### src/logic/demodPkg.sv
/* Datapath widths, sample types and the local-oscillator table.
   LO_STEPS must be a power of two because the phase index wraps by truncation. */
package demodPkg;

    localparam int ADC_WIDTH = 16;
    localparam int LO_WIDTH = 18;

    // one bit narrower than a full product
    // the oscillator word never reaches negative full scale
    localparam int PRODUCT_WIDTH = ADC_WIDTH + LO_WIDTH - 1;

    localparam int LO_STEPS = 8;
    localparam int PHASE_WIDTH = $clog2(LO_STEPS);

    // room for one full turn of products
    localparam int ACC_WIDTH = PRODUCT_WIDTH + PHASE_WIDTH;

    ////////////////////////////////////////
    // sample and arithmetic types

    typedef logic signed [ADC_WIDTH-1:0] adcSampleT;
    typedef logic signed [LO_WIDTH-1:0] loWordT;
    typedef logic signed [PRODUCT_WIDTH-1:0] productT;
    typedef logic signed [ACC_WIDTH-1:0] accumT;
    typedef logic [PHASE_WIDTH-1:0] phaseT;

    ////////////////////////////////////////
    // oscillator table

    // the sine word at step k is the cosine word at step k-2
    localparam loWordT LO_COS_TABLE [LO_STEPS] = '{
        18'sd131071,
        18'sd92681,
        18'sd0,
        -18'sd92681,
        -18'sd131071,
        -18'sd92681,
        18'sd0,
        18'sd92681
    };

endpackage

### src/logic/csrPkg.sv
/* Register map of the host interface.
   Addresses 2 and 3 are unused. The clear-overflow bit is never stored. */
package csrPkg;

    localparam int CSR_WIDTH = 32;

    typedef enum logic [2:0] {
        ADDR_CONTROL   = 3'd0,
        ADDR_SUM_SHIFT = 3'd1,
        ADDR_GAIN0     = 3'd4,
        ADDR_GAIN1     = 3'd5,
        ADDR_GAIN2     = 3'd6,
        ADDR_GAIN3     = 3'd7
    } csrAddrT;

    ////////////////////////////////////////
    // control word bits

    localparam int CTRL_USE_RMS = 0;
    // write-only pulse
    localparam int CTRL_CLEAR_OVERFLOW = 1;
    // sticky flag, readback only
    localparam int CTRL_OVERFLOW_FLAG = 31;

    ////////////////////////////////////////
    // scaling

    localparam int SHIFT_WIDTH = 4;
    localparam int GAIN_FRAC_BITS = 24;
    localparam int GAIN_UNITY = 2 ** GAIN_FRAC_BITS;

endpackage

### src/logic/turnAccumulator.sv
/* Sums one turn of I/Q products per channel. The sum restarts on turn start.
   At turn end the full sum is shifted right and clipped to signed MAG_WIDTH. */
`timescale 1ns/1ps

module turnAccumulator
    import demodPkg::*;
    import csrPkg::*;
#(
    parameter int NADC = 4,
    parameter int MAG_WIDTH = 26
) (
    input  logic                        clk,
    input  logic                        rstN,
    input  logic                        prodValid,
    input  productT                     prodI [NADC],
    input  productT                     prodQ [NADC],
    input  logic                        prodTurnStart,
    input  logic                        prodTurnEnd,
    input  logic [SHIFT_WIDTH-1:0]      sumShift,
    output logic                        sumValid,
    output logic signed [MAG_WIDTH-1:0] sumI [NADC],
    output logic signed [MAG_WIDTH-1:0] sumQ [NADC],
    output logic                        overflow
);

    localparam accumT SUM_MAX = (accumT'(1) <<< (MAG_WIDTH - 1)) - accumT'(1);
    localparam accumT SUM_MIN = -SUM_MAX - accumT'(1);

    accumT                       accI [NADC];
    accumT                       accQ [NADC];
    accumT                       fullI [NADC];
    accumT                       fullQ [NADC];
    logic signed [MAG_WIDTH-1:0] clipI [NADC];
    logic signed [MAG_WIDTH-1:0] clipQ [NADC];
    logic [NADC-1:0]             satI;
    logic [NADC-1:0]             satQ;

    // result is {clipped, value}
    function automatic logic [MAG_WIDTH:0] scaleSum(input accumT sum,
                                                    input logic [SHIFT_WIDTH-1:0] shift);
        accumT scaled;
        scaled = sum >>> shift;
        if (scaled > SUM_MAX) begin
            return {1'b1, SUM_MAX[MAG_WIDTH-1:0]};
        end else if (scaled < SUM_MIN) begin
            return {1'b1, SUM_MIN[MAG_WIDTH-1:0]};
        end
        return {1'b0, scaled[MAG_WIDTH-1:0]};
    endfunction

    ////////////////////////////////////////
    // running sum including the current product

    always_comb begin
        for (int ch = 0; ch < NADC; ch++) begin
            fullI[ch] = accumT'(prodI[ch]);
            fullQ[ch] = accumT'(prodQ[ch]);
            if (!prodTurnStart) begin
                fullI[ch] = fullI[ch] + accI[ch];
                fullQ[ch] = fullQ[ch] + accQ[ch];
            end
            {satI[ch], clipI[ch]} = scaleSum(fullI[ch], sumShift);
            {satQ[ch], clipQ[ch]} = scaleSum(fullQ[ch], sumShift);
        end
    end

    always_ff @(posedge clk) begin
        if (!rstN) begin
            sumValid <= 1'b0;
            overflow <= 1'b0;
        end else begin
            sumValid <= prodValid && prodTurnEnd;
            overflow <= prodValid && prodTurnEnd && ((|satI) || (|satQ));
        end
    end

    always_ff @(posedge clk) begin
        if (prodValid) begin
            accI <= fullI;
            accQ <= fullQ;
        end
        if (prodValid && prodTurnEnd) begin
            sumI <= clipI;
            sumQ <= clipQ;
        end
    end

endmodule

### config.mk
export PLATFORM = sky130hd
export DESIGN_NAME = turnAccumulator
export DESIGN_NICKNAME = d
export VERILOG_FILES = /design/src/logic/demodPkg.sv /design/src/logic/csrPkg.sv /design/src/logic/turnAccumulator.sv
export SDC_FILE = /design/constraint.sdc
export NUM_CORES = 2
export LEC_CHECK = 0
export ABC_CLOCK_PERIOD_IN_PS = 15600
export BUFFER_PORTS_ARGS = -buffer_cell sky130_fd_sc_hd__buf_2
export CORE_MARGIN = 2
export CORE_UTILIZATION = 60
export CTS_CLUSTER_DIAMETER = 40
export DETAILED_ROUTE_END_ITERATION = 12
export PLACE_DENSITY = 0.78
export SYNTH_ARGS = -nofsm -noshare
export SYNTH_HDL_FRONTEND = slang
export SYNTH_SLANG_ARGS = --single-unit
### constraint.sdc
create_clock -name clk -period 15.6 [get_ports clk]
set_clock_uncertainty 0.15 [all_clocks]
set_input_delay 0.78 -clock clk [delete_from_list [all_inputs] [get_ports clk]]
set_output_delay 0.78 -clock clk [all_outputs]
set_load 0.05 [all_outputs]
==> reports/summary.txt <==
full die area = 0.0872 mm2
fin. max-slew vios = 5
CP Class = flip-flop to flip-flop
Max-Cap Viols = 2
post-cts sizing count = 0
Final Cycle Share = 0.402
Num CTS Buffers = 99
CTS Buffer Depth = 3
post-synth top area cell = edfxtp_1
Congestion Overflow GR = 0
DP HPWL = 153000 um
Post-layout nets = 6983
share of the yosys chip area belonging to registers = 0.293
DR WL/cell = 26.5 um
number of synthesized flops with an enable pin = 496
vias in the first global route = 49.6k
post-synthesis mux area share = 0.116
top_reg_cell synth = edfxtp_1
I/O Buffers = 482
initial core utilization = 0.607
vias = 53.1k
DR iter-0 viols = 6646
initial antenna violation count = 31
Ports = 483
Cell Area, Synth = 0.0509 mm2
Max VDD drop = 0.108 mV
Yosys reg bits = 498
CTS tree = built
Worst-path clk slew = 70 ps
status = finished, violations left
clk_lat worst skew = 720 ps
Final Hold Fails = 0
Vias/cell = 6.93
post-synth top area share = 0.293
Placement Rows = 106
Max Fclk = 0.160 GHz
count of different cell masters after synthesis = 109
share of cells above drive strength 1 = 0.151
xor/xnor share of the synthesized area = 0.0403
CTS H-Tree Depth = 3
First-pass DRT Iterations = 7
type of the most critical hold path = input port to flip-flop
failing checks = capacitance limit, slew limit
synth top area cells = edfxtp_1, mux2i_1, ha_1, o21ai_0, a21oi_1
clock sinks = 498
final setup TNS = 0 ps
pin count of the biggest net entering global routing = 211
post-synthesis to final-layout area growth = 12.3%
hold slack = 220 ps
FFs w/ async S/R, synth = 0
minimum clock period = 6270 ps
synth warn = 0
Root Buffer = clkbuf_16
area share of fa/ha/maj cells after synthesis = 0.0720
Mapped Nets = 6761
RSZ-0062 raised after global routing = false
cell area power density = 128 mW/mm2
Critical Path AT = 6650 ps
Leak = 23.3 nW
buffer count from post-CTS setup fixing = 0
element type at the critical path end = flip-flop
Avg Cell Area, Syn = 8.21 um2
Setup-failing EPs final = 0
routability cong. = 1.08
CP startpoint kind = flip-flop
Synth Area in Compound Gates = 0.262
die extent in y = 295 um
worst-path maximum fanout = 26
CP required = 15980 ps
# DRC = 0
routed wire length = 203000 um
hold buffers post-CTS = 0
core region area = 0.0838 mm2
first-pass GRT wire length = 300000 um
chip width = 295 um
largest family of logic cells by synthesized area = compound AO/OA/AOI/OAI gates
post-synthesis cell count = 6200
GRT Util Overall = 0.454
Synth Area in Simple Gates = 0.172
Routed Antenna Nets = 0
Least-Margin Pin Slew = 1510 ps
Rel. slew slack = -0.0207
critical path: stages (launching register included):
cell and delay [ps]:
edfxtp_1 360, ha_1 380, nand3_1 100, nor2_1 290
o21ai_1 200, o31ai_2 390, and4_1 480, o21a_1 230
o2111ai_2 200, xnor2_1 720, nor2_1 150, a211oi_1 630
a41oi_1 220, o21a_1 510, a2111o_1 490, nor4b_2 360
a41oi_1 230
sequential cells by signal (all words and copies together), names as in the netlist:
name      cells
accI        144
accQ        144
sumI        104
sumQ        104
overflow      1
sumValid      1
worst paths after layout:
check	startpoint	cells past startpoint	end	slack, ps
max	accI[111]	16	overflow	9330
min	rstN	3	sumValid	220
max reg2reg	accI[111]	16	overflow	9330
min reg2reg	accI[108]	2	accI[108]	550
power by group:
| part | switching [mW] | internal, mW |
|---|---|---|
| Combinational | 2.20 | 1.05 |
| Sequential | 0.0762 | 1.73 |
| Clock | 0.872 | 1.38 |
per-stage QoR:
stage	worst slack, ps	power (mW)	utilization	std cells	instance area, um2
2_1_floorplan	9180	4.00	-	6200	50900
3_3_place_gp	8940	4.89	0.639	7452	53600
3_5_place_dp	9060	4.93	0.640	7454	53600
6_report	9330	7.31	0.682	7663	57200
4_1_cts	9550	7.18	0.681	7642	57100
5_1_grt	8950	7.59	0.682	7652	57200
synth_stat cells, drive strengths merged, types with 39 or more instances:
cell / instances
nand2: 727
o21ai: 680
a21oi: 604
nor2: 575
edfxtp: 496
mux2i: 355
clkbuf: 314
ha: 280
inv: 157
mux2: 153
a211oi: 134
xnor2: 118
xor2: 113
a21o: 107
nand3: 106
buf: 101
nor3: 97
o211ai: 89
nand4: 87
o21a: 73
and2: 52
a31oi: 49
nand2b: 42
or3: 40
and3: 39
metal layers:
metal  vias up  track usage  routed length [um]  share of wire
li1      23900            -                   -              -
met1     24800        0.523               70800           0.35
met2      3496        0.714               90300           0.44
met3       983       0.0972               20100          0.099
met4        22        0.405               21900           0.11
met5         -            0                 137        0.00067
cell families (layout without fill, tap and decap cells):
kind of cell	after synthesis	after routing
other cells	0	20
compound gates	2144	2144
fa+ha+maj	288	288
xor+xnor	231	231
buf+inv	574	883
mux	536	536
simple gates	1929	1929
flops	498	498
final cells by class:
cell class / count / area, um2
diodes: 20 / 50.0
clock buffers: 104 / 2520
clock inverters: 84 / 973
fillers: 7095 / 26600
inverters: 159 / 627
multi-input cells: 5128 / 33800
flip-flops and latches: 498 / 14900
well taps: 1134 / 1420
repair buffers: 536 / 2900
placed cells by master, fill, tap and decap left out, drive strengths merged, types with 89 or more instances in the layout:
| cell type | instances |
|---|---|
| mux2i | 355 |
| ha | 280 |
| mux2 | 153 |
| buf | 534 |
| clkbuf | 106 |
| inv | 187 |
| edfxtp | 496 |
| o21ai | 680 |
| nor3 | 97 |
| xnor2 | 118 |
| xor2 | 113 |
| a21o | 107 |
| a211oi | 134 |
| o211ai | 89 |
| nor2 | 575 |
| nand2 | 727 |
| nand3 | 106 |
| a21oi | 604 |
Note: power is estimated with default switching activity, not from simulation.
