--- config.mk ---
export PLATFORM = sky130hd
export DESIGN_NAME = controlRegs
export DESIGN_NICKNAME = d
export VERILOG_FILES = /design/src/logic/csrPkg.sv /design/src/logic/controlRegs.sv
export SDC_FILE = /design/constraint.sdc
export NUM_CORES = 1
export LEC_CHECK = 0
export BUFFER_PORTS_ARGS = -buffer_cell sky130_fd_sc_hd__buf_2
export CORE_ASPECT_RATIO = 0.5
export CORE_MARGIN = 2
export CORE_UTILIZATION = 45
export CTS_CLUSTER_DIAMETER = 100
export CTS_CLUSTER_SIZE = 8
export DETAILED_ROUTE_END_ITERATION = 8
export MAX_ROUTING_LAYER = met4
export PLACE_DENSITY = 0.87
export SLEW_MARGIN = 20
export SYNTH_ARGS = -nofsm -noshare
export SYNTH_HDL_FRONTEND = slang
export SYNTH_SLANG_ARGS = --single-unit
--- constraint.sdc ---
create_clock -name clk -period 1.3 [get_ports clk]
set_input_delay 0.195 -clock clk [delete_from_list [all_inputs] [get_ports clk]]
set_output_delay 0.195 -clock clk [all_outputs]
set_load 0.05 [all_outputs]
--- src/logic/csrPkg.sv ---
/* Register map of the host interface.
   Addresses 2 and 3 are unused. The clear-overflow bit is never stored. */
package csrPkg;

    localparam int CSR_WIDTH = 32;

    typedef enum logic [2:0] {
        ADDR_CONTROL   = 3'd0,
        ADDR_SUM_SHIFT = 3'd1,
        ADDR_GAIN0     = 3'd4,
        ADDR_GAIN1     = 3'd5,
        ADDR_GAIN2     = 3'd6,
        ADDR_GAIN3     = 3'd7
    } csrAddrT;

    ////////////////////////////////////////
    // control word bits

    localparam int CTRL_USE_RMS = 0;
    // write-only pulse
    localparam int CTRL_CLEAR_OVERFLOW = 1;
    // sticky flag, readback only
    localparam int CTRL_OVERFLOW_FLAG = 31;

    ////////////////////////////////////////
    // scaling

    localparam int SHIFT_WIDTH = 4;
    localparam int GAIN_FRAC_BITS = 24;
    localparam int GAIN_UNITY = 2 ** GAIN_FRAC_BITS;

endpackage

--- src/logic/controlRegs.sv ---
/* Host registers written by one strobe with address. Readback is combinational.
   Gain registers keep only their low GAIN_WIDTH bits. */
`timescale 1ns/1ps

module controlRegs
    import csrPkg::*;
#(
    parameter int NADC = 4,
    parameter int GAIN_WIDTH = 27
) (
    input  logic                   clk,
    input  logic                   rstN,
    input  logic                   csrWrite,
    input  csrAddrT                csrAddr,
    input  logic [CSR_WIDTH-1:0]   csrData,
    output logic [CSR_WIDTH-1:0]   csrReadData,
    output logic                   useRms,
    output logic [SHIFT_WIDTH-1:0] sumShift,
    output logic [GAIN_WIDTH-1:0]  gains [NADC],
    input  logic                   overflow,
    output logic                   overflowFlag
);

    logic clearOverflow;

    // gain registers sit at consecutive addresses
    function automatic csrAddrT gainAddr(input int ch);
        return csrAddrT'(int'(ADDR_GAIN0) + ch);
    endfunction

    assign clearOverflow = csrWrite && (csrAddr == ADDR_CONTROL) &&
                           csrData[CTRL_CLEAR_OVERFLOW];

    always_ff @(posedge clk) begin
        if (!rstN) begin
            useRms   <= 1'b0;
            sumShift <= '0;
            for (int ch = 0; ch < NADC; ch++) begin
                gains[ch] <= GAIN_WIDTH'(GAIN_UNITY);
            end
        end else if (csrWrite) begin
            case (csrAddr)
                ADDR_CONTROL: useRms <= csrData[CTRL_USE_RMS];
                ADDR_SUM_SHIFT: sumShift <= csrData[SHIFT_WIDTH-1:0];
                default: begin
                    for (int ch = 0; ch < NADC; ch++) begin
                        if (csrAddr == gainAddr(ch)) begin
                            gains[ch] <= csrData[GAIN_WIDTH-1:0];
                        end
                    end
                end
            endcase
        end
    end

    // a new overflow beats a clear in the same cycle
    always_ff @(posedge clk) begin
        if (!rstN) begin
            overflowFlag <= 1'b0;
        end else if (overflow) begin
            overflowFlag <= 1'b1;
        end else if (clearOverflow) begin
            overflowFlag <= 1'b0;
        end
    end

    always_comb begin
        csrReadData = '0;
        case (csrAddr)
            ADDR_CONTROL: begin
                csrReadData[CTRL_USE_RMS] = useRms;
                csrReadData[CTRL_OVERFLOW_FLAG] = overflowFlag;
            end
            ADDR_SUM_SHIFT: csrReadData[SHIFT_WIDTH-1:0] = sumShift;
            default: begin
                for (int ch = 0; ch < NADC; ch++) begin
                    if (csrAddr == gainAddr(ch)) begin
                        csrReadData[GAIN_WIDTH-1:0] = gains[ch];
                    end
                end
            end
        endcase
    end

endmodule

==> results_dict.tcl, run 1 <==
set metrics [dict create \
    dpl_worst_slack_ns -0.360 \
    gp_congestion 0.827 \
    cts-root-buf "clkbuf_16" \
    r2r_start "gains[86]$_SDFFE_PN0P_" \
    num_rows 27 \
    grt_util_all_layers_pct 39.3 \
    ant_nets 0 \
    grt_pass1_vias 6245 \
    syn_inst 556 \
    clkLatencyLatePin_ns 0.41 \
    synth_area_per_cell_um2 9.17 \
    drc 0 \
    critPathCaptureType "output port" \
    layout_commonest_cell "buf_4" \
    die_y_um 79.3 \
    cts_sinks 114 \
    worst_slack_ns -0.528 \
    worstReg2RegEnd "gains[86]$_SDFFE_PN0P_" \
    finClkSkew_ns 0 \
    status "finished with violations" \
    final_max_slew_viol_count 0 \
    wl_mm 24.0 \
    path_class "reg -> out" \
    placed_cells 961 \
    yosysUniqueCellTypes 34 \
    port_buffers 175 \
    critical_path_required_ns 1.11 \
    antenna_found_initial 0 \
    cts_max_level 4 \
    stdcell_count 999 \
    clkTransAtPathRegs_ns 0.06 \
    yosys_warnings 0 \
    cts_buffers 17 \
    first_pass_iters 7 \
    wl_per_cell_um 24.0 \
    drive_above_1_share_pct 61.9 \
    cts_tree "yes" \
    maxCapViolations 0 \
    worstPathArrival_ns 1.63 \
    fmax_ghz 0.547 \
    vias 6272 \
    ys_ff_latch 114 \
    cp-start-kind "register" \
    vdd_drop_max_mv 1.16 \
    cts_hold_buffers 0 \
    tightestPinTransition_ns 0.562 \
    leakage_nw 3.75 \
    p_per_area_nw_per_um2 1130 \
    ys_seq_area_share_pct 44.7 \
    slew_headroom_pct 62.1 \
    grt_overflow 0 \
    period_share_pct 141 \
    rsz0062_at_grt "yes" \
    nets 880 \
    grt_max_degree 76 \
    drt_iter0_drc 1080 \
    core_um2 11000 \
    holdCritPathClass "in -> reg" \
    endpoint "csrReadData[23]" \
    grt_pass1_wl_mm 35.3 \
    fin_setup_tns_ns -12.10 \
    initial_core_util_pct 46.3 \
    final_hold_viol_count 0 \
    io_pins 185 \
    fp.dieW_um 155 \
    dieArea_um2 12300 \
    n_antenna_cell 0 \
    vias_per_cell 6.28 \
    dp_hpwl_mm 11.7 \
    failed_checks "setup timing" \
    r2r_setup_slack_ns 0.21 \
    min_period_ns 1.83 \
    cp_max_fo 2 \
    final-setup-viol-count 37 \
    syn2layout_area_growth_pct 66.4 \
    startpoint "gains[77]$_SDFFE_PN0P_" \
    worst-r2r-cell-count 3 \
    layout_common_cells "buf_4 (153), nand2_1 (139), dfxtp_2 (113)" \
    cts_max_path_buffers 2 \
    syn_area_um2 5100 \
]
==> stage by stage <==
stage	power, mW	hold slack [ns]	area [um^2]	util [%]
4_1_cts	9.37	0.0389	8160	74.1
2_1_floorplan	4.50	0.289	5390	-
5_1_grt	9.77	0.0497	8490	77.1
3_5_place_dp	4.92	0.463	7260	66.0
3_3_place_gp	4.89	0.451	7260	66.0
6_report	9.59	0.0480	8490	77.1
==> Yosys cell counts <==
cell type,count,area share [%]
dfxtp_1,114,45
a31oi_1,1,0.12
nand4b_2,1,0.29
nor2b_1,6,0.74
o21ai_0,49,4.8
a21boi_1,5,0.74
nand4_4,1,0.42
buf_1,5,0.37
a311o_1,1,0.20
nor3b_1,1,0.15
o21ai_1,4,0.39
mux2_2,7,1.5
inv_1,1,0.074
and4bb_2,2,0.49
nand4b_1,1,0.17
nor4b_1,1,0.17
buf_4,10,1.5
nand2_1,139,10
a21boi_0,47,6.9
buf_8,1,0.29
a221oi_1,3,0.52
buf_2,13,1.3
conb_1,1,0.074
mux4_2,23,10
clkbuf_1,21,1.5
nand3_1,54,5.3
nor4b_2,1,0.29
nand4bb_1,1,0.22
a21oi_1,3,0.29
and4b_1,1,0.20
and2_1,23,2.8
mux2i_1,9,1.8
buf_6,5,1.1
nor3_1,1,0.098
==> how the worst min path moves through the flow <==
stage | startpoint | to | slack, ns | depth (start not counted)
floorplan | csrData[1] | overflowFlag$_SDFFE_PN0P_ | 0.29 | 1
global placement | overflow | overflowFlag$_SDFFE_PN0P_ | 0.45 | 3
detailed placement | csrData[20] | gains[74]$_SDFFE_PN0P_ | 0.46 | 3
CTS | csrData[11] | gains[65]$_SDFFE_PN0P_ | 0.04 | 3
global route | csrData[17] | gains[71]$_SDFFE_PN0P_ | 0.05 | 3
finish | csrData[15] | gains[96]$_SDFFE_PN0P_ | 0.05 | 3
==> cell type report <==
class,count,area (um^2)
Inverter,1,3.75
Clock buffer,27,503
Clock inverter,5,50.0
Tap cell,145,181
Sequential cell,114,2420
Multi-Input combinational cell,389,2690
Fill cell,602,2520
Timing Repair Buffer,318,2640
==> layer usage <==
| metal | wire, um | track usage (%) |
|---|---|---|
| met5 | 0 | - |
| met4 | 2080 | 31.2 |
| met1 | 8370 | 42.6 |
| met3 | 2680 | 12.8 |
| met2 | 10800 | 60.5 |
==> critical path: stages, from the launching register on <==
cell	delay, ns
dfxtp_2	0.35
mux4_2	0.52
and2_4	0.21
buf_8	0.15
==> cells by family (layout without fill, tap and decap cells) <==
| family | Yosys count | after routing | synth area share, % |
|---|---|---|---|
| buf+inv | 56 | 351 | 6.13 |
| compound gates | 113 | 113 | 14.0 |
| flops | 114 | 114 | 44.7 |
| simple gates | 233 | 233 | 21.6 |
| mux | 39 | 39 | 13.5 |
| other cells | 1 | 4 | 0.0735 |
==> state kept, by name, indices dropped and copies added, names as in the netlist <==
signal        cells
gains           108
sumShift          4
overflowFlag      1
useRms            1
==> where the power goes <==
part           internal, mW  total [mW]  switching [mW]
Clock                  2.82        4.53            1.70
Sequential             3.59        3.64          0.0545
Combinational         0.519        1.42           0.906
==> timing repair <==
action,4_1_cts,5_1_grt
resized for setup,98,125
endpoints found under the setup margin,50,142
setup buffers,7,8
pin swaps,6,4
(Power assumes the default switching activity.)
==> run 2: changes to the inputs <==
PLACE_DENSITY = 0.77   (was 0.87)
==> run 2 against run 1 <==
Net effect: the flow still finishes with violations (setup timing); global-route usage fell by 9.3 points; worst hold slack barely moved; total power fell by 0.55%; critical path depth rose by 2; non-clock buffer count fell by 9; combinational power fell by 6%; cell count fell by 0.90%; worst setup slack improved by 0.013 ns; flip-flop and latch count did not move; cell area fell by 0.83%; count of clock-buffer cells in the layout fell by 5; critical endpoint is now csrReadData[1]; largest cell class unchanged.
==> results_dict.tcl, run 2 (synthesis results as in run 1) <==
set metrics [dict create \
    cts_tree "yes" \
    port_buffers 175 \
    drt_iter0_drc 377 \
    grt_util_all_layers_pct 30.0 \
    final_hold_viol_count 0 \
    die_y_um 79.3 \
    crit_path_top_delay_cell "dfxtp_2" \
    period_share_pct 140 \
    dieArea_um2 12300 \
    top_register "gains" \
    layout_common_cells "nand2_1 (139), buf_4 (127), dfxtp_2 (113)" \
    hold-path-cell-count 3 \
    cts-root-buf "clkbuf_16" \
    r2r_start "gains[90]$_SDFFE_PN0P_" \
    largest_register_ffs 108 \
    hold_start "csrData[21]" \
    syn2layout_area_growth_pct 65.1 \
    vdd_drop_max_mv 0.973 \
    path_class "reg -> out" \
    io_pins 185 \
    finish.instance_area_um2 8420 \
    gp_congestion 0.887 \
    worst-r2r-cell-count 3 \
    worstReg2RegEnd "gains[90]$_SDFFE_PN0P_" \
    crit_chain "mux2_4, a221oi_4, buf_4, a21oi_4, buf_6" \
    cts_hold_buffers 0 \
    fin_util_pct 76.4 \
    cp_max_fo 3 \
    drive_above_1_share_pct 61.3 \
    n_antenna_cell 0 \
    antenna_found_initial 0 \
    cp-start-kind "register" \
    holdCritPathClass "in -> reg" \
    initial_core_util_pct 46.3 \
    intPower_mw 7.05 \
    worst_slack_ns -0.515 \
    p_per_area_nw_per_um2 1130 \
    grt_overflow 0 \
    multi_input_area_um2 2670 \
    grt_pass1_vias 5558 \
    cp_slowest_stage_delay_ns 0.33 \
    regArea_um2 2420 \
    placed_area_um2 7260 \
    clock_power_share_pct 47.9 \
    ant_nets 0 \
    clkTransAtPathRegs_ns 0.05 \
    dpl_worst_slack_ns -0.390 \
    vias 5365 \
    num_rows 27 \
    layout_commonest_cell "nand2_1" \
    p_comb_share_pct 14.0 \
    clkLatencyLatePin_ns 0.39 \
    fin_setup_tns_ns -10.32 \
    top_regs "gains: 108 flops, sumShift: 4 flops" \
    first_pass_iters 5 \
    power_mw 9.54 \
    critical_path_required_ns 1.11 \
    failed_checks "setup timing" \
    worstPathArrival_ns 1.62 \
    dp_hpwl_mm 11.5 \
    finClkSkew_ns 0 \
    cts_max_level 4 \
    critPathCaptureType "output port" \
    nFillCells 701 \
    swShare_pct 26.1 \
    nets 871 \
    leakage_nw 3.70 \
    final_max_slew_viol_count 0 \
    cts_max_path_buffers 2 \
    rsz0062_at_grt "yes" \
    cts_sinks 114 \
    core_um2 11000 \
    vias_per_cell 5.42 \
    cts_buffers 17 \
    final-setup-viol-count 28 \
    fmax_ghz 0.551 \
    min_period_ns 1.82 \
    maxCapViolations 0 \
    grt_max_degree 97 \
    r2r_setup_slack_ns 0.44 \
    p_sw_mw 2.49 \
    wl_mm 17.9 \
    wl_per_cell_um 18.0 \
    grt_pass1_wl_mm 27.7 \
    status "finished with violations" \
    drc 0 \
    seq_power_share_pct 38.1 \
    min_to "gains[75]$_SDFFE_PN0P_" \
    fp.dieW_um 155 \
]
[run 2: changes by cell type in the layout (fill, tap and decap cells not counted), sizes merged]
cell      previous run  this run
clkinv               4         5
clkinvlp             0         3
clkbuf              90       104
buf                255       227
bufinv               1         2
[run 2: layout make-up]
class	count	share of cell area (%)
clock buffer	22	5.63
clock inverter	10	1.28
inverter	1	0.0446
multi-input combinational	389	31.7
sequential	114	28.8
tap	145	2.16
timing repair buffer	309	30.4
[run 2: timing repair]
item | in CTS | in global routing
hold endpoints to repair | 0 | 0
buffers inserted | 4 | 0
pin swaps | 25 | 3
setup endpoints to repair | 35 | 113
resized for setup | 97 | 88
[run 2: metrics by stage]
stage | cells | hold slack [ns]
2_1_floorplan | 559 | 0.289
3_3_place_gp | 956 | 0.449
3_5_place_dp | 956 | 0.457
4_1_cts | 991 | 0.0369
5_1_grt | 990 | 0.0500
6_report | 990 | 0.0478
[run 2: layer usage]
layer  global-route usage, %  share of wire, %  routed length, um
met5                       -                 0                  0
met4                    13.4               3.0                535
met3                    6.50               6.4               1140
met2                    50.8                51               9100
met1                    34.8                40               7080
[run 2: how the worst max path moves through the flow]
| stage | start | to | depth (start not counted) |
|---|---|---|---|
| global route | gains[55]$_SDFFE_PN0P_ | csrReadData[1] | 5 |
| global placement | csrAddr[0] | csrReadData[1] | 6 |
| detailed placement | csrAddr[0] | csrReadData[3] | 6 |
| floorplan | csrAddr[1] | csrReadData[31] | 4 |
| finish | gains[55]$_SDFFE_PN0P_ | csrReadData[1] | 5 |
| CTS | gains[84]$_SDFFE_PN0P_ | csrReadData[3] | 5 |
[run 2: critical path, delay by kind of cell (launching register included)]
kind	cells	cell delay, ns
buffers and inverters	2	0.33
muxes	1	0.27
DFF	1	0.33
AOI/OAI and AO/OA	2	0.30
[run 2: power by group through the flow]
stage | clock (mW) | combinational, mW | sequential [mW]
finish | 4.57 | 1.33 | 3.63
global route | 4.79 | 1.40 | 3.64
CTS | 4.60 | 1.29 | 3.63
detailed placement | 0 | 1.22 | 3.70
global placement | 0 | 1.20 | 3.70
floorplan | 0 | 0.519 | 3.98
