$ cat src/logic/demodPkg.sv
/* Datapath widths, sample types and the local-oscillator table.
   LO_STEPS must be a power of two because the phase index wraps by truncation. */
package demodPkg;

    localparam int ADC_WIDTH = 16;
    localparam int LO_WIDTH = 18;

    // one bit narrower than a full product
    // the oscillator word never reaches negative full scale
    localparam int PRODUCT_WIDTH = ADC_WIDTH + LO_WIDTH - 1;

    localparam int LO_STEPS = 8;
    localparam int PHASE_WIDTH = $clog2(LO_STEPS);

    // room for one full turn of products
    localparam int ACC_WIDTH = PRODUCT_WIDTH + PHASE_WIDTH;

    ////////////////////////////////////////
    // sample and arithmetic types

    typedef logic signed [ADC_WIDTH-1:0] adcSampleT;
    typedef logic signed [LO_WIDTH-1:0] loWordT;
    typedef logic signed [PRODUCT_WIDTH-1:0] productT;
    typedef logic signed [ACC_WIDTH-1:0] accumT;
    typedef logic [PHASE_WIDTH-1:0] phaseT;

    ////////////////////////////////////////
    // oscillator table

    // the sine word at step k is the cosine word at step k-2
    localparam loWordT LO_COS_TABLE [LO_STEPS] = '{
        18'sd131071,
        18'sd92681,
        18'sd0,
        -18'sd92681,
        -18'sd131071,
        -18'sd92681,
        18'sd0,
        18'sd92681
    };

endpackage

$ cat src/logic/localOscillator.sv
/* Phase advances only on valid samples, so gaps stall the turn.
   syncStrobe acts only on a cycle that also carries adcValid. */
`timescale 1ns/1ps

module localOscillator
    import demodPkg::*;
(
    input  logic   clk,
    input  logic   rstN,
    input  logic   adcValid,
    input  logic   syncStrobe,
    output logic   loValid,
    output loWordT loCos,
    output loWordT loSin,
    output logic   turnStart,
    output logic   turnEnd
);

    localparam phaseT LAST_STEP = phaseT'(LO_STEPS - 1);

    phaseT phase;
    phaseT stepPhase;

    // sync forces the arriving sample onto step 0
    assign stepPhase = syncStrobe ? '0 : phase;

    always_ff @(posedge clk) begin
        if (!rstN) begin
            phase     <= '0;
            loValid   <= 1'b0;
            turnStart <= 1'b0;
            turnEnd   <= 1'b0;
        end else begin
            loValid   <= adcValid;
            turnStart <= adcValid && (stepPhase == '0);
            turnEnd   <= adcValid && (stepPhase == LAST_STEP);
            if (adcValid) begin
                phase <= (stepPhase == LAST_STEP) ? '0 : stepPhase + 1'b1;
            end
        end
    end

    // sine lookup two steps behind cosine
    always_ff @(posedge clk) begin
        if (adcValid) begin
            loCos <= LO_COS_TABLE[stepPhase];
            loSin <= LO_COS_TABLE[phaseT'(stepPhase - 2)];
        end
    end

endmodule

$ cat config.mk
export PLATFORM = sky130hd
export DESIGN_NAME = localOscillator
export DESIGN_NICKNAME = d
export VERILOG_FILES = /design/src/logic/demodPkg.sv /design/src/logic/localOscillator.sv
export SDC_FILE = /design/constraint.sdc
export NUM_CORES = 1
export LEC_CHECK = 0
export ABC_AREA = 1
export BUFFER_PORTS_ARGS = -buffer_cell sky130_fd_sc_hd__buf_2
export CORE_MARGIN = 4
export CORE_UTILIZATION = 29
export DETAILED_ROUTE_END_ITERATION = 12
export PLACE_DENSITY_LB_ADDON = 0.2
export SKIP_LAST_GASP = 1
export SLEW_MARGIN = 20
export SYNTH_ARGS = -nofsm -noshare
export SYNTH_HDL_FRONTEND = slang
export SYNTH_SLANG_ARGS = --single-unit
$ cat constraint.sdc
create_clock -name clk -period 3.7 [get_ports clk]
set_input_delay 0.37 -clock clk [delete_from_list [all_inputs] [get_ports clk]]
set_output_delay 0.37 -clock clk [all_outputs]
set_load 0.02 [all_outputs]
==> results of run 1 <==
registers in the layout, summed over array words and instances (netlist names):
| register | count |
|---|---|
| loCos | 4 |
| loSin | 4 |
| loValid | 1 |
| phase | 3 |
| turnEnd | 1 |
| turnStart | 1 |
area by class of cell:
cell class                      count  area, um2
Inverter                           11       41.3
Sequential cell                    14        360
Clock buffer                        4       36.3
Multi-Input combinational cell     34        194
Fill cell                         275       1690
Tap cell                           30       37.5
Timing Repair Buffer               42        210
routing by layer:
layer	vias to the layer above	share of wire	track usage	wire length, um
met5	-	0	0	0
met3	5	0.14	0.0255	177
met2	32	0.43	0.116	541
met1	218	0.40	0.0840	510
li1	282	-	-	-
met4	0	0.026	0.0464	33
worst paths after layout:
kind | depth (start not counted) | to | slack, ps | start
worst max-delay path | 6 | phase[2] | 2290 | phase[0]
worst min-delay path | 3 | phase[0] | 360 | rstN
worst max register to register | 6 | phase[2] | 2290 | phase[0]
worst min register to register | 2 | phase[2] | 510 | phase[2]
through the flow:
step                setup WS (ps)  power, mW  instances  area (um2)
detailed placement           2130      0.268        131         843
finish                       2290      0.372        135         880
global placement             2150      0.268        131         843
CTS                          2270      0.378        135         880
global route                 2130      0.395        135         880
floorplan                    2340      0.263         87         806
Yosys cell counts (all sizes together):
cell	instances	share of area
nor3	1	0.0062
o21a	1	0.0093
nand2	14	0.071
inv	11	0.051
o21ai	4	0.025
nor2	3	0.014
a21oi	3	0.019
buf	28	0.26
nand3	3	0.019
edfxtp	8	0.30
ha	5	0.078
dfxtp	6	0.15
worst max-delay path: cells and delay by family, from the launching register on:
| kind | cells | cell delay, ps |
|---|---|---|
| flip-flops | 1 | 330 |
| adder cells (fa/ha/maj) | 2 | 530 |
| AO/OA/AOI/OAI | 2 | 200 |
| buffers and inverters | 1 | 40 |
| AND/OR/NAND/NOR | 1 | 200 |
kinds of logic (layout without fill, tap and decap cells):
logic type / count (synthesis) / count (layout) / synth area share
buf+inv: 39 / 57 / 0.312
simple gates: 21 / 21 / 0.110
flops: 14 / 14 / 0.447
compound gates: 8 / 8 / 0.0528
fa+ha+maj: 5 / 5 / 0.0776
report_power, final:
part	total [mW]	internal [mW]	switching, mW
clock network	0.109	0.0598	0.0491
logic	0.0822	0.0249	0.0572
registers	0.181	0.175	0.00595
==> results.sh, run 1 <==
export IMPL_tritoncts_num_buffers=3
export IMPL_setup_violations_final=0
export IMPL_row_count=18
export IMPL_arrival_ps=1580
export IMPL_drt_wirelength_per_cell_um=9.35
export IMPL_final_period_minus_worst_setup_slack_ps=1410
export IMPL_grt_pass1_vias=463
export IMPL_share_of_post_route_cells_with_drive_strength_above_1=0.476
export IMPL_fmax_ghz=0.710
export IMPL_core_area_mm2=0.00257
export IMPL_worst_slew_pin_slew_ps=258
export IMPL_timing_hold_violations_final=0
export IMPL_fp_dieArea_mm2=0.00369
export IMPL_path_clk_slew_ps=80
export IMPL_cpPeakStageDelay_ps=330
export IMPL_power_density_mw_per_mm2=422
export IMPL_number_of_buffers_inserted_for_hold_repair_after_clock_tree_synthesis=0
export IMPL_postCtsSetupRepairBufs=0
export IMPL_peakVddDrop_mv=0.193
export IMPL_yosys_warnings=0
export IMPL_dpl_hpwl_mm=1.04
export IMPL_initial_utilization=0.314
export IMPL_tns_ps=0
export IMPL_worst_path_most_repeated_cell="ha_1"
export IMPL_routability_driven_placement_congestion_ratio=0.795
export IMPL_die_w_um=60.7
export IMPL_cp_max_fo=4
export IMPL_place_port_buffers=42
export IMPL_drc_violation_count_after_routing=0
export IMPL_clock_tree_root_cell="clkbuf_4"
export IMPL_status="completed"
export IMPL_post_syn_area_um2=806
export IMPL_min_path_type="input pin to register"
export IMPL_yosys_register_bits=14
export IMPL_worstSkewPairLatency_ps=280
export IMPL_grt_setup_unrepaired="no"
export IMPL_worstSetupEndpointType="register"
export IMPL_clock_path_buffers=2
export IMPL_synth_area_per_cell_um2=9.26
export IMPL_layout_common_cells="buf_2, nand2_1, inv_1"
export IMPL_grt_ovfl_total=0
export IMPL_criticalPathCategory="register to register"
export IMPL_grt_use_total=0.0732
export IMPL_final_setup_skew_ps=2.81
export IMPL_power_static_leakage_nw=0.463
export IMPL_clock_tree_htree_level_count=1
export IMPL_routed_via_count=537
export IMPL_drt_pass1_iter_count=4
export IMPL_path_cells="inv_1, nor2_1, ha_1, ha_1, o21ai_0, a21oi_1"
export IMPL_drt_iter0_markers=5
export IMPL_timing_critical_path_slowest_stage_cell="dfxtp_1"
export IMPL_grt_pass1_wl_mm=1.97
export IMPL_grt_antenna_before_repair=0
export IMPL_postSynthCellCount=87
export IMPL_yosysUniqueCellTypes=15
export IMPL_insertedDiodeCount=0
export IMPL_cts_resized_gates=0
export IMPL_timing_slew_headroom=0.828
export IMPL_grt_max_degree=14
export IMPL_mostFrequentLayoutCell="buf_2"
export IMPL_cts_tree="yes"
export IMPL_worst_setup_path_start_kind="register"
export IMPL_timing_max_cap_violations=0
export IMPL_layout_worst_path_cycle_share=0.381
export IMPL_antenna_left=0
export IMPL_die_y_um=60.7
export IMPL_cp_data_required_time_ps=3870
export IMPL_syn2layout_area_growth_pct=9.16
export IMPL_wl_mm=1.26
export IMPL_cts_sinks=14
export IMPL_final_core_util=0.343
export IMPL_via_per_inst=3.98
export IMPL_syn_nets=96
export IMPL_num_io_pins=43
export IMPL_synth_yosys_seq_area_share=0.447
export IMPL_slew_viol_final=0
export IMPL_design_final_nets=115
export IMPL_worst_hold_slack_ps=355
No activity file was read; power rests on OpenSTA's default activity.
==> run 2: changes to the inputs <==
==> constraint.sdc (replaced) <==
create_clock -name clk -period 1.3 [get_ports clk]
set_input_delay 0.13 -clock clk [delete_from_list [all_inputs] [get_ports clk]]
set_output_delay 0.13 -clock clk [all_outputs]
set_load 0.02 [all_outputs]
==> results.sh, run 2 (synthesis results as in run 1) <==
export IMPL_criticalPathCategory="register to register"
export IMPL_timing_hold_violations_final=0
export IMPL_via_per_inst=4.13
export IMPL_grt_ovfl_total=0
export IMPL_worst_setup_path_start_kind="register"
export IMPL_die_w_um=60.7
export IMPL_largest_registers="loCos x4, loSin x4, phase x3"
export IMPL_timing_max_cap_violations=0
export IMPL_timing_slew_headroom=0.824
export IMPL_core_area_mm2=0.00257
export IMPL_drc_violation_count_after_routing=0
export IMPL_worstSetupEndpointType="register"
export IMPL_clock_tree_htree_level_count=1
export IMPL_number_of_buffers_inserted_for_hold_repair_after_clock_tree_synthesis=0
export IMPL_comb_power_share=0.237
export IMPL_post_layout_total_power_mw=1.08
export IMPL_switching_share=0.300
export IMPL_power_density_mw_per_mm2=1130
export IMPL_cts_sinks=14
export IMPL_final_setup_skew_ps=9.27
export IMPL_drt_pass1_iter_count=4
export IMPL_tns_ps=0
export IMPL_worstHoldPathCells=3
export IMPL_worst_slew_pin_slew_ps=264
export IMPL_initial_utilization=0.314
export IMPL_clock_tree_root_cell="clkbuf_4"
export IMPL_wl_mm=1.37
export IMPL_antenna_left=0
export IMPL_cp_max_fo=4
export IMPL_num_io_pins=43
export IMPL_arrival_ps=1380
export IMPL_cts_tree="yes"
export IMPL_row_count=18
export IMPL_fmax_ghz=0.828
export IMPL_min_path_type="input pin to register"
export IMPL_tritoncts_num_buffers=3
export IMPL_drt_iter0_markers=12
export IMPL_final_period_minus_worst_setup_slack_ps=1210
export IMPL_insertedDiodeCount=0
export IMPL_clock_path_buffers=2
export IMPL_routability_driven_placement_congestion_ratio=0.787
export IMPL_grt_pass1_wl_mm=2.01
export IMPL_postPlaceCellArea_um2=873
export IMPL_power_share_sequential=0.479
export IMPL_peakVddDrop_mv=0.753
export IMPL_timing_rr_start="phase[0]"
export IMPL_layout_common_cells="buf_2, nand2_1, inv_1"
export IMPL_place_port_buffers=42
export IMPL_slew_viol_final=0
export IMPL_routed_via_count=582
export IMPL_final_core_util=0.370
export IMPL_share_of_post_route_cells_with_drive_strength_above_1=0.550
export IMPL_die_y_um=60.7
export IMPL_grt_max_degree=14
export IMPL_reg2reg_setup_slack_ps=90
export IMPL_worst_r2r_path_depth=6
export IMPL_final_design_area_no_fill_um2=950
export IMPL_clock_power_share=0.284
export IMPL_syn2layout_area_growth_pct=17.9
export IMPL_power_static_leakage_nw=0.491
export IMPL_worstHoldEndpoint="phase[1]"
export IMPL_fp_dieArea_mm2=0.00369
export IMPL_rr_endpoint="phase[2]"
export IMPL_worst_hold_slack_ps=116
export IMPL_path_clk_slew_ps=90
export IMPL_origin_of_the_worst_min_delay_path="rstN"
export IMPL_setup_violations_final=0
export IMPL_dpl_hpwl_mm=1.08
export IMPL_netSwitchingPower_mw=0.323
export IMPL_grt_pass1_vias=493
export IMPL_cp_data_required_time_ps=1470
export IMPL_design_final_nets=121
export IMPL_worstSkewPairLatency_ps=280
export IMPL_status="completed"
export IMPL_grt_use_total=0.0724
export IMPL_grt_antenna_before_repair=0
export IMPL_drt_wirelength_per_cell_um=9.74
export IMPL_mostFrequentLayoutCell="buf_2"
export IMPL_cell_internal_power_mw=0.753
export IMPL_layout_worst_path_cycle_share=0.929
[run 2: changes by cell type in the layout (fill, tap and decap cells not counted), sizes merged]
| cell | change |
|---|---|
| buf | +6 |
[run 2: area by class of cell]
type	instances	area, um2
inverter	11	41.3
fill	267	1620
timing repair buffer	48	255
tap	30	37.5
sequential	14	363
multi-input combinational	34	216
clock buffer	4	36.3
[run 2: worst max-delay path by stage]
stage               depth (start not counted)   endpoint  slack, ps      from
global route                                6   phase[2]         -2  phase[0]
finish                                      6   phase[2]         90  phase[0]
CTS                                         6  loSin[15]         -4  phase[0]
floorplan                                   6   phase[2]         10  phase[1]
global placement                            6  loSin[15]        -10  phase[0]
detailed placement                          6  loSin[15]        -40  phase[0]
[run 2: power by group through the flow]
stage               Combinational (mW)  Sequential [mW]  Clock, mW
detailed placement               0.246            0.525          0
global placement                 0.247            0.523          0
floorplan                        0.197            0.551          0
global route                     0.274            0.521      0.345
CTS                              0.248            0.515      0.327
finish                           0.255            0.515      0.306
[run 2: per-layer routing]
| layer | track usage | wire length [um] | up-vias |
|---|---|---|---|
| li1 | - | - | 293 |
| met5 | 0 | 0 | - |
| met3 | 0.0383 | 180 | 0 |
| met4 | 0.00929 | 0 | 0 |
| met1 | 0.0801 | 541 | 256 |
| met2 | 0.127 | 652 | 33 |
[run 2: repair_timing]
action | in CTS | in global routing
hold endpoints to repair | 0 | 0
endpoints found under the setup margin | 3 | 5
buffers inserted | 0 | 2
pin swaps | 0 | 2
resized for setup | 2 | 5
[run 2: worst max-delay path, cell delays in order, from the launching register on]
cell and delay (ps):
dfxtp_2 330, inv_1 60, nor2_4 120, ha_2 200, ha_1 230, o21ai_1 120
a21oi_1 60
[run 2: metrics by stage]
step | instances | worst slack [ps]
after global placement | 135 | -15.0
after floorplan | 87 | 13.4
after detailed placement | 135 | -41.0
final | 141 | 91.9
after global routing | 141 | -1.82
after CTS | 139 | -4.30
==> run 3: changes to the inputs <==
--- a/config.mk
+++ b/config.mk
@@ -7,7 +7,6 @@
 export LEC_CHECK = 0
 export ABC_AREA = 1
 export BUFFER_PORTS_ARGS = -buffer_cell sky130_fd_sc_hd__buf_2
-export CORE_MARGIN = 4
 export CORE_UTILIZATION = 29
 export DETAILED_ROUTE_END_ITERATION = 12
 export PLACE_DENSITY_LB_ADDON = 0.2
==> results.sh, run 3 (synthesis results as in run 1) <==
export IMPL_status="completed"
export IMPL_fillers=257
export IMPL_peakVddDrop_mv=0.529
export IMPL_arrival_ps=1440
export IMPL_timing_max_cap_violations=0
export IMPL_reg2reg_setup_slack_ps=30
export IMPL_switching_share=0.304
export IMPL_cts_tree="yes"
export IMPL_drt_pass1_iter_count=6
export IMPL_clock_power_share=0.291
export IMPL_postCtsSetupRepairBufs=0
export IMPL_worstHoldPathCells=3
export IMPL_dpl_hpwl_um=956
export IMPL_rr_endpoint="phase[2]"
export IMPL_drc_violation_count_after_routing=0
export IMPL_worstSetupEndpointType="register"
export IMPL_min_path_type="input pin to register"
export IMPL_slew_viol_final=0
export IMPL_power_share_sequential=0.477
export IMPL_final_core_util=0.366
export IMPL_setup_violations_final=0
export IMPL_cell_internal_power_mw=0.748
export IMPL_grt_pass1_vias=461
export IMPL_layout_worst_path_cycle_share=0.978
export IMPL_grt_setup_unrepaired="yes"
export IMPL_grt_ovfl_total=0
export IMPL_cp_data_required_time_ps=1470
export IMPL_final_setup_skew_ps=3.62
export IMPL_timing_hold_violations_final=0
export IMPL_core_area_mm2=0.00254
export IMPL_drt_iter0_markers=11
export IMPL_wl_mm=1.22
export IMPL_worst_hold_slack_ps=126
export IMPL_timing_rr_start="phase[1]"
export IMPL_grt_pass1_wl_mm=1.97
export IMPL_worstHoldEndpoint="phase[0]"
export IMPL_fp_dieArea_mm2=0.00299
export IMPL_design_final_nets=121
export IMPL_worst_setup_path_start_kind="register"
export IMPL_cts_sinks=14
export IMPL_power_static_leakage_nw=0.493
export IMPL_drt_wirelength_per_cell_um=8.65
export IMPL_origin_of_the_worst_min_delay_path="rstN"
export IMPL_antenna_left=0
export IMPL_largest_registers="loCos x4, loSin x4, phase x3"
export IMPL_worstSkewPairLatency_ps=270
export IMPL_tritoncts_num_buffers=3
export IMPL_syn2layout_area_growth_pct=15.7
export IMPL_netSwitchingPower_mw=0.327
export IMPL_grt_antenna_before_repair=0
export IMPL_fmax_ghz=0.787
export IMPL_share_of_post_route_cells_with_drive_strength_above_1=0.514
export IMPL_pre_cts_ws_ps=-44.3
export IMPL_clock_tree_htree_level_count=1
export IMPL_clock_tree_root_cell="clkbuf_4"
export IMPL_path_clk_slew_ps=90
export IMPL_grt_use_total=0.0935
export IMPL_initial_utilization=0.317
export IMPL_number_of_buffers_inserted_for_hold_repair_after_clock_tree_synthesis=0
export IMPL_grt_max_degree=14
export IMPL_die_w_um=54.7
export IMPL_row_count=18
export IMPL_layout_common_cells="buf_2, nand2_1, inv_1"
export IMPL_via_per_inst=4.06
export IMPL_setup_slack_ps=28.6
export IMPL_die_y_um=54.7
export IMPL_insertedDiodeCount=0
export IMPL_criticalPathCategory="register to register"
export IMPL_routed_via_count=572
export IMPL_mostFrequentLayoutCell="buf_2"
export IMPL_routability_driven_placement_congestion_ratio=0.808
export IMPL_power_density_mw_per_mm2=1150
export IMPL_num_io_pins=43
export IMPL_clock_path_buffers=2
export IMPL_comb_power_share=0.232
export IMPL_worst_slew_pin_slew_ps=268
export IMPL_cp_max_fo=4
export IMPL_place_port_buffers=42
export IMPL_final_period_minus_worst_setup_slack_ps=1270
export IMPL_worst_r2r_path_depth=6
export IMPL_timing_slew_headroom=0.822
-- run 3: cell count changes in the layout (fill, tap and decap cells not counted) --
cell     before  now
dfxtp_2       2    0
ha_1          3    5
dfxtp_1       4    6
ha_4          1    0
ha_2          1    0
-- run 3: how the worst max path moves through the flow --
stage | endpoint | startpoint | slack (ps)
2_1_floorplan | phase[2] | phase[1] | 10
6_report | phase[2] | phase[1] | 30
3_3_place_gp | loSin[15] | phase[0] | -20
4_1_cts | loSin[15] | phase[0] | 2
5_1_grt | loSin[15] | phase[0] | -60
3_5_place_dp | loSin[15] | phase[0] | -40
-- run 3: through the flow --
step	TNS (ps)	area, um2	instances	power, mW
floorplan	0	806	87	0.748
global route	-139	932	141	1.14
global placement	-15.3	888	137	0.771
finish	0	932	141	1.08
CTS	0	927	141	1.08
detailed placement	-63.0	888	137	0.772
-- run 3: layer usage --
layer / global-route usage / vias up / wire, um
li1: - / 297 / -
met1: 0.115 / 242 / 550
met2: 0.149 / 33 / 548
met3: 0.0306 / 0 / 119
met4: 0.0385 / 0 / 0
met5: 0 / - / 0
-- run 3: worst max-delay path, stage by stage, from the launching register on --
cell	delay, ps
dfxtp_1	330
nand2_2	90
inv_1	60
ha_1	210
ha_1	290
o21ai_1	130
a21oi_1	50
-- run 3: area by class of cell --
type | count | area [um2] | share of cell area
repair buffers | 48 | 255 | 0.274
well taps | 30 | 37.5 | 0.0403
multi-input cells | 34 | 201 | 0.216
flip-flops and latches | 14 | 360 | 0.387
clock buffers | 4 | 36.3 | 0.0389
inverters | 11 | 41.3 | 0.0443
-- run 3: power by group through the flow --
stage	clock, mW	sequential (mW)	combinational (mW)
after detailed placement	0	0.524	0.248
after CTS	0.320	0.514	0.250
after floorplan	0	0.551	0.197
after global routing	0.347	0.521	0.276
final	0.313	0.513	0.249
after global placement	0	0.523	0.248
-- run 3: repair_timing --
| action | in CTS | in global routing |
|---|---|---|
| pin swaps | 0 | 1 |
| resized for setup | 2 | 1 |
| setup endpoints to repair | 3 | 5 |
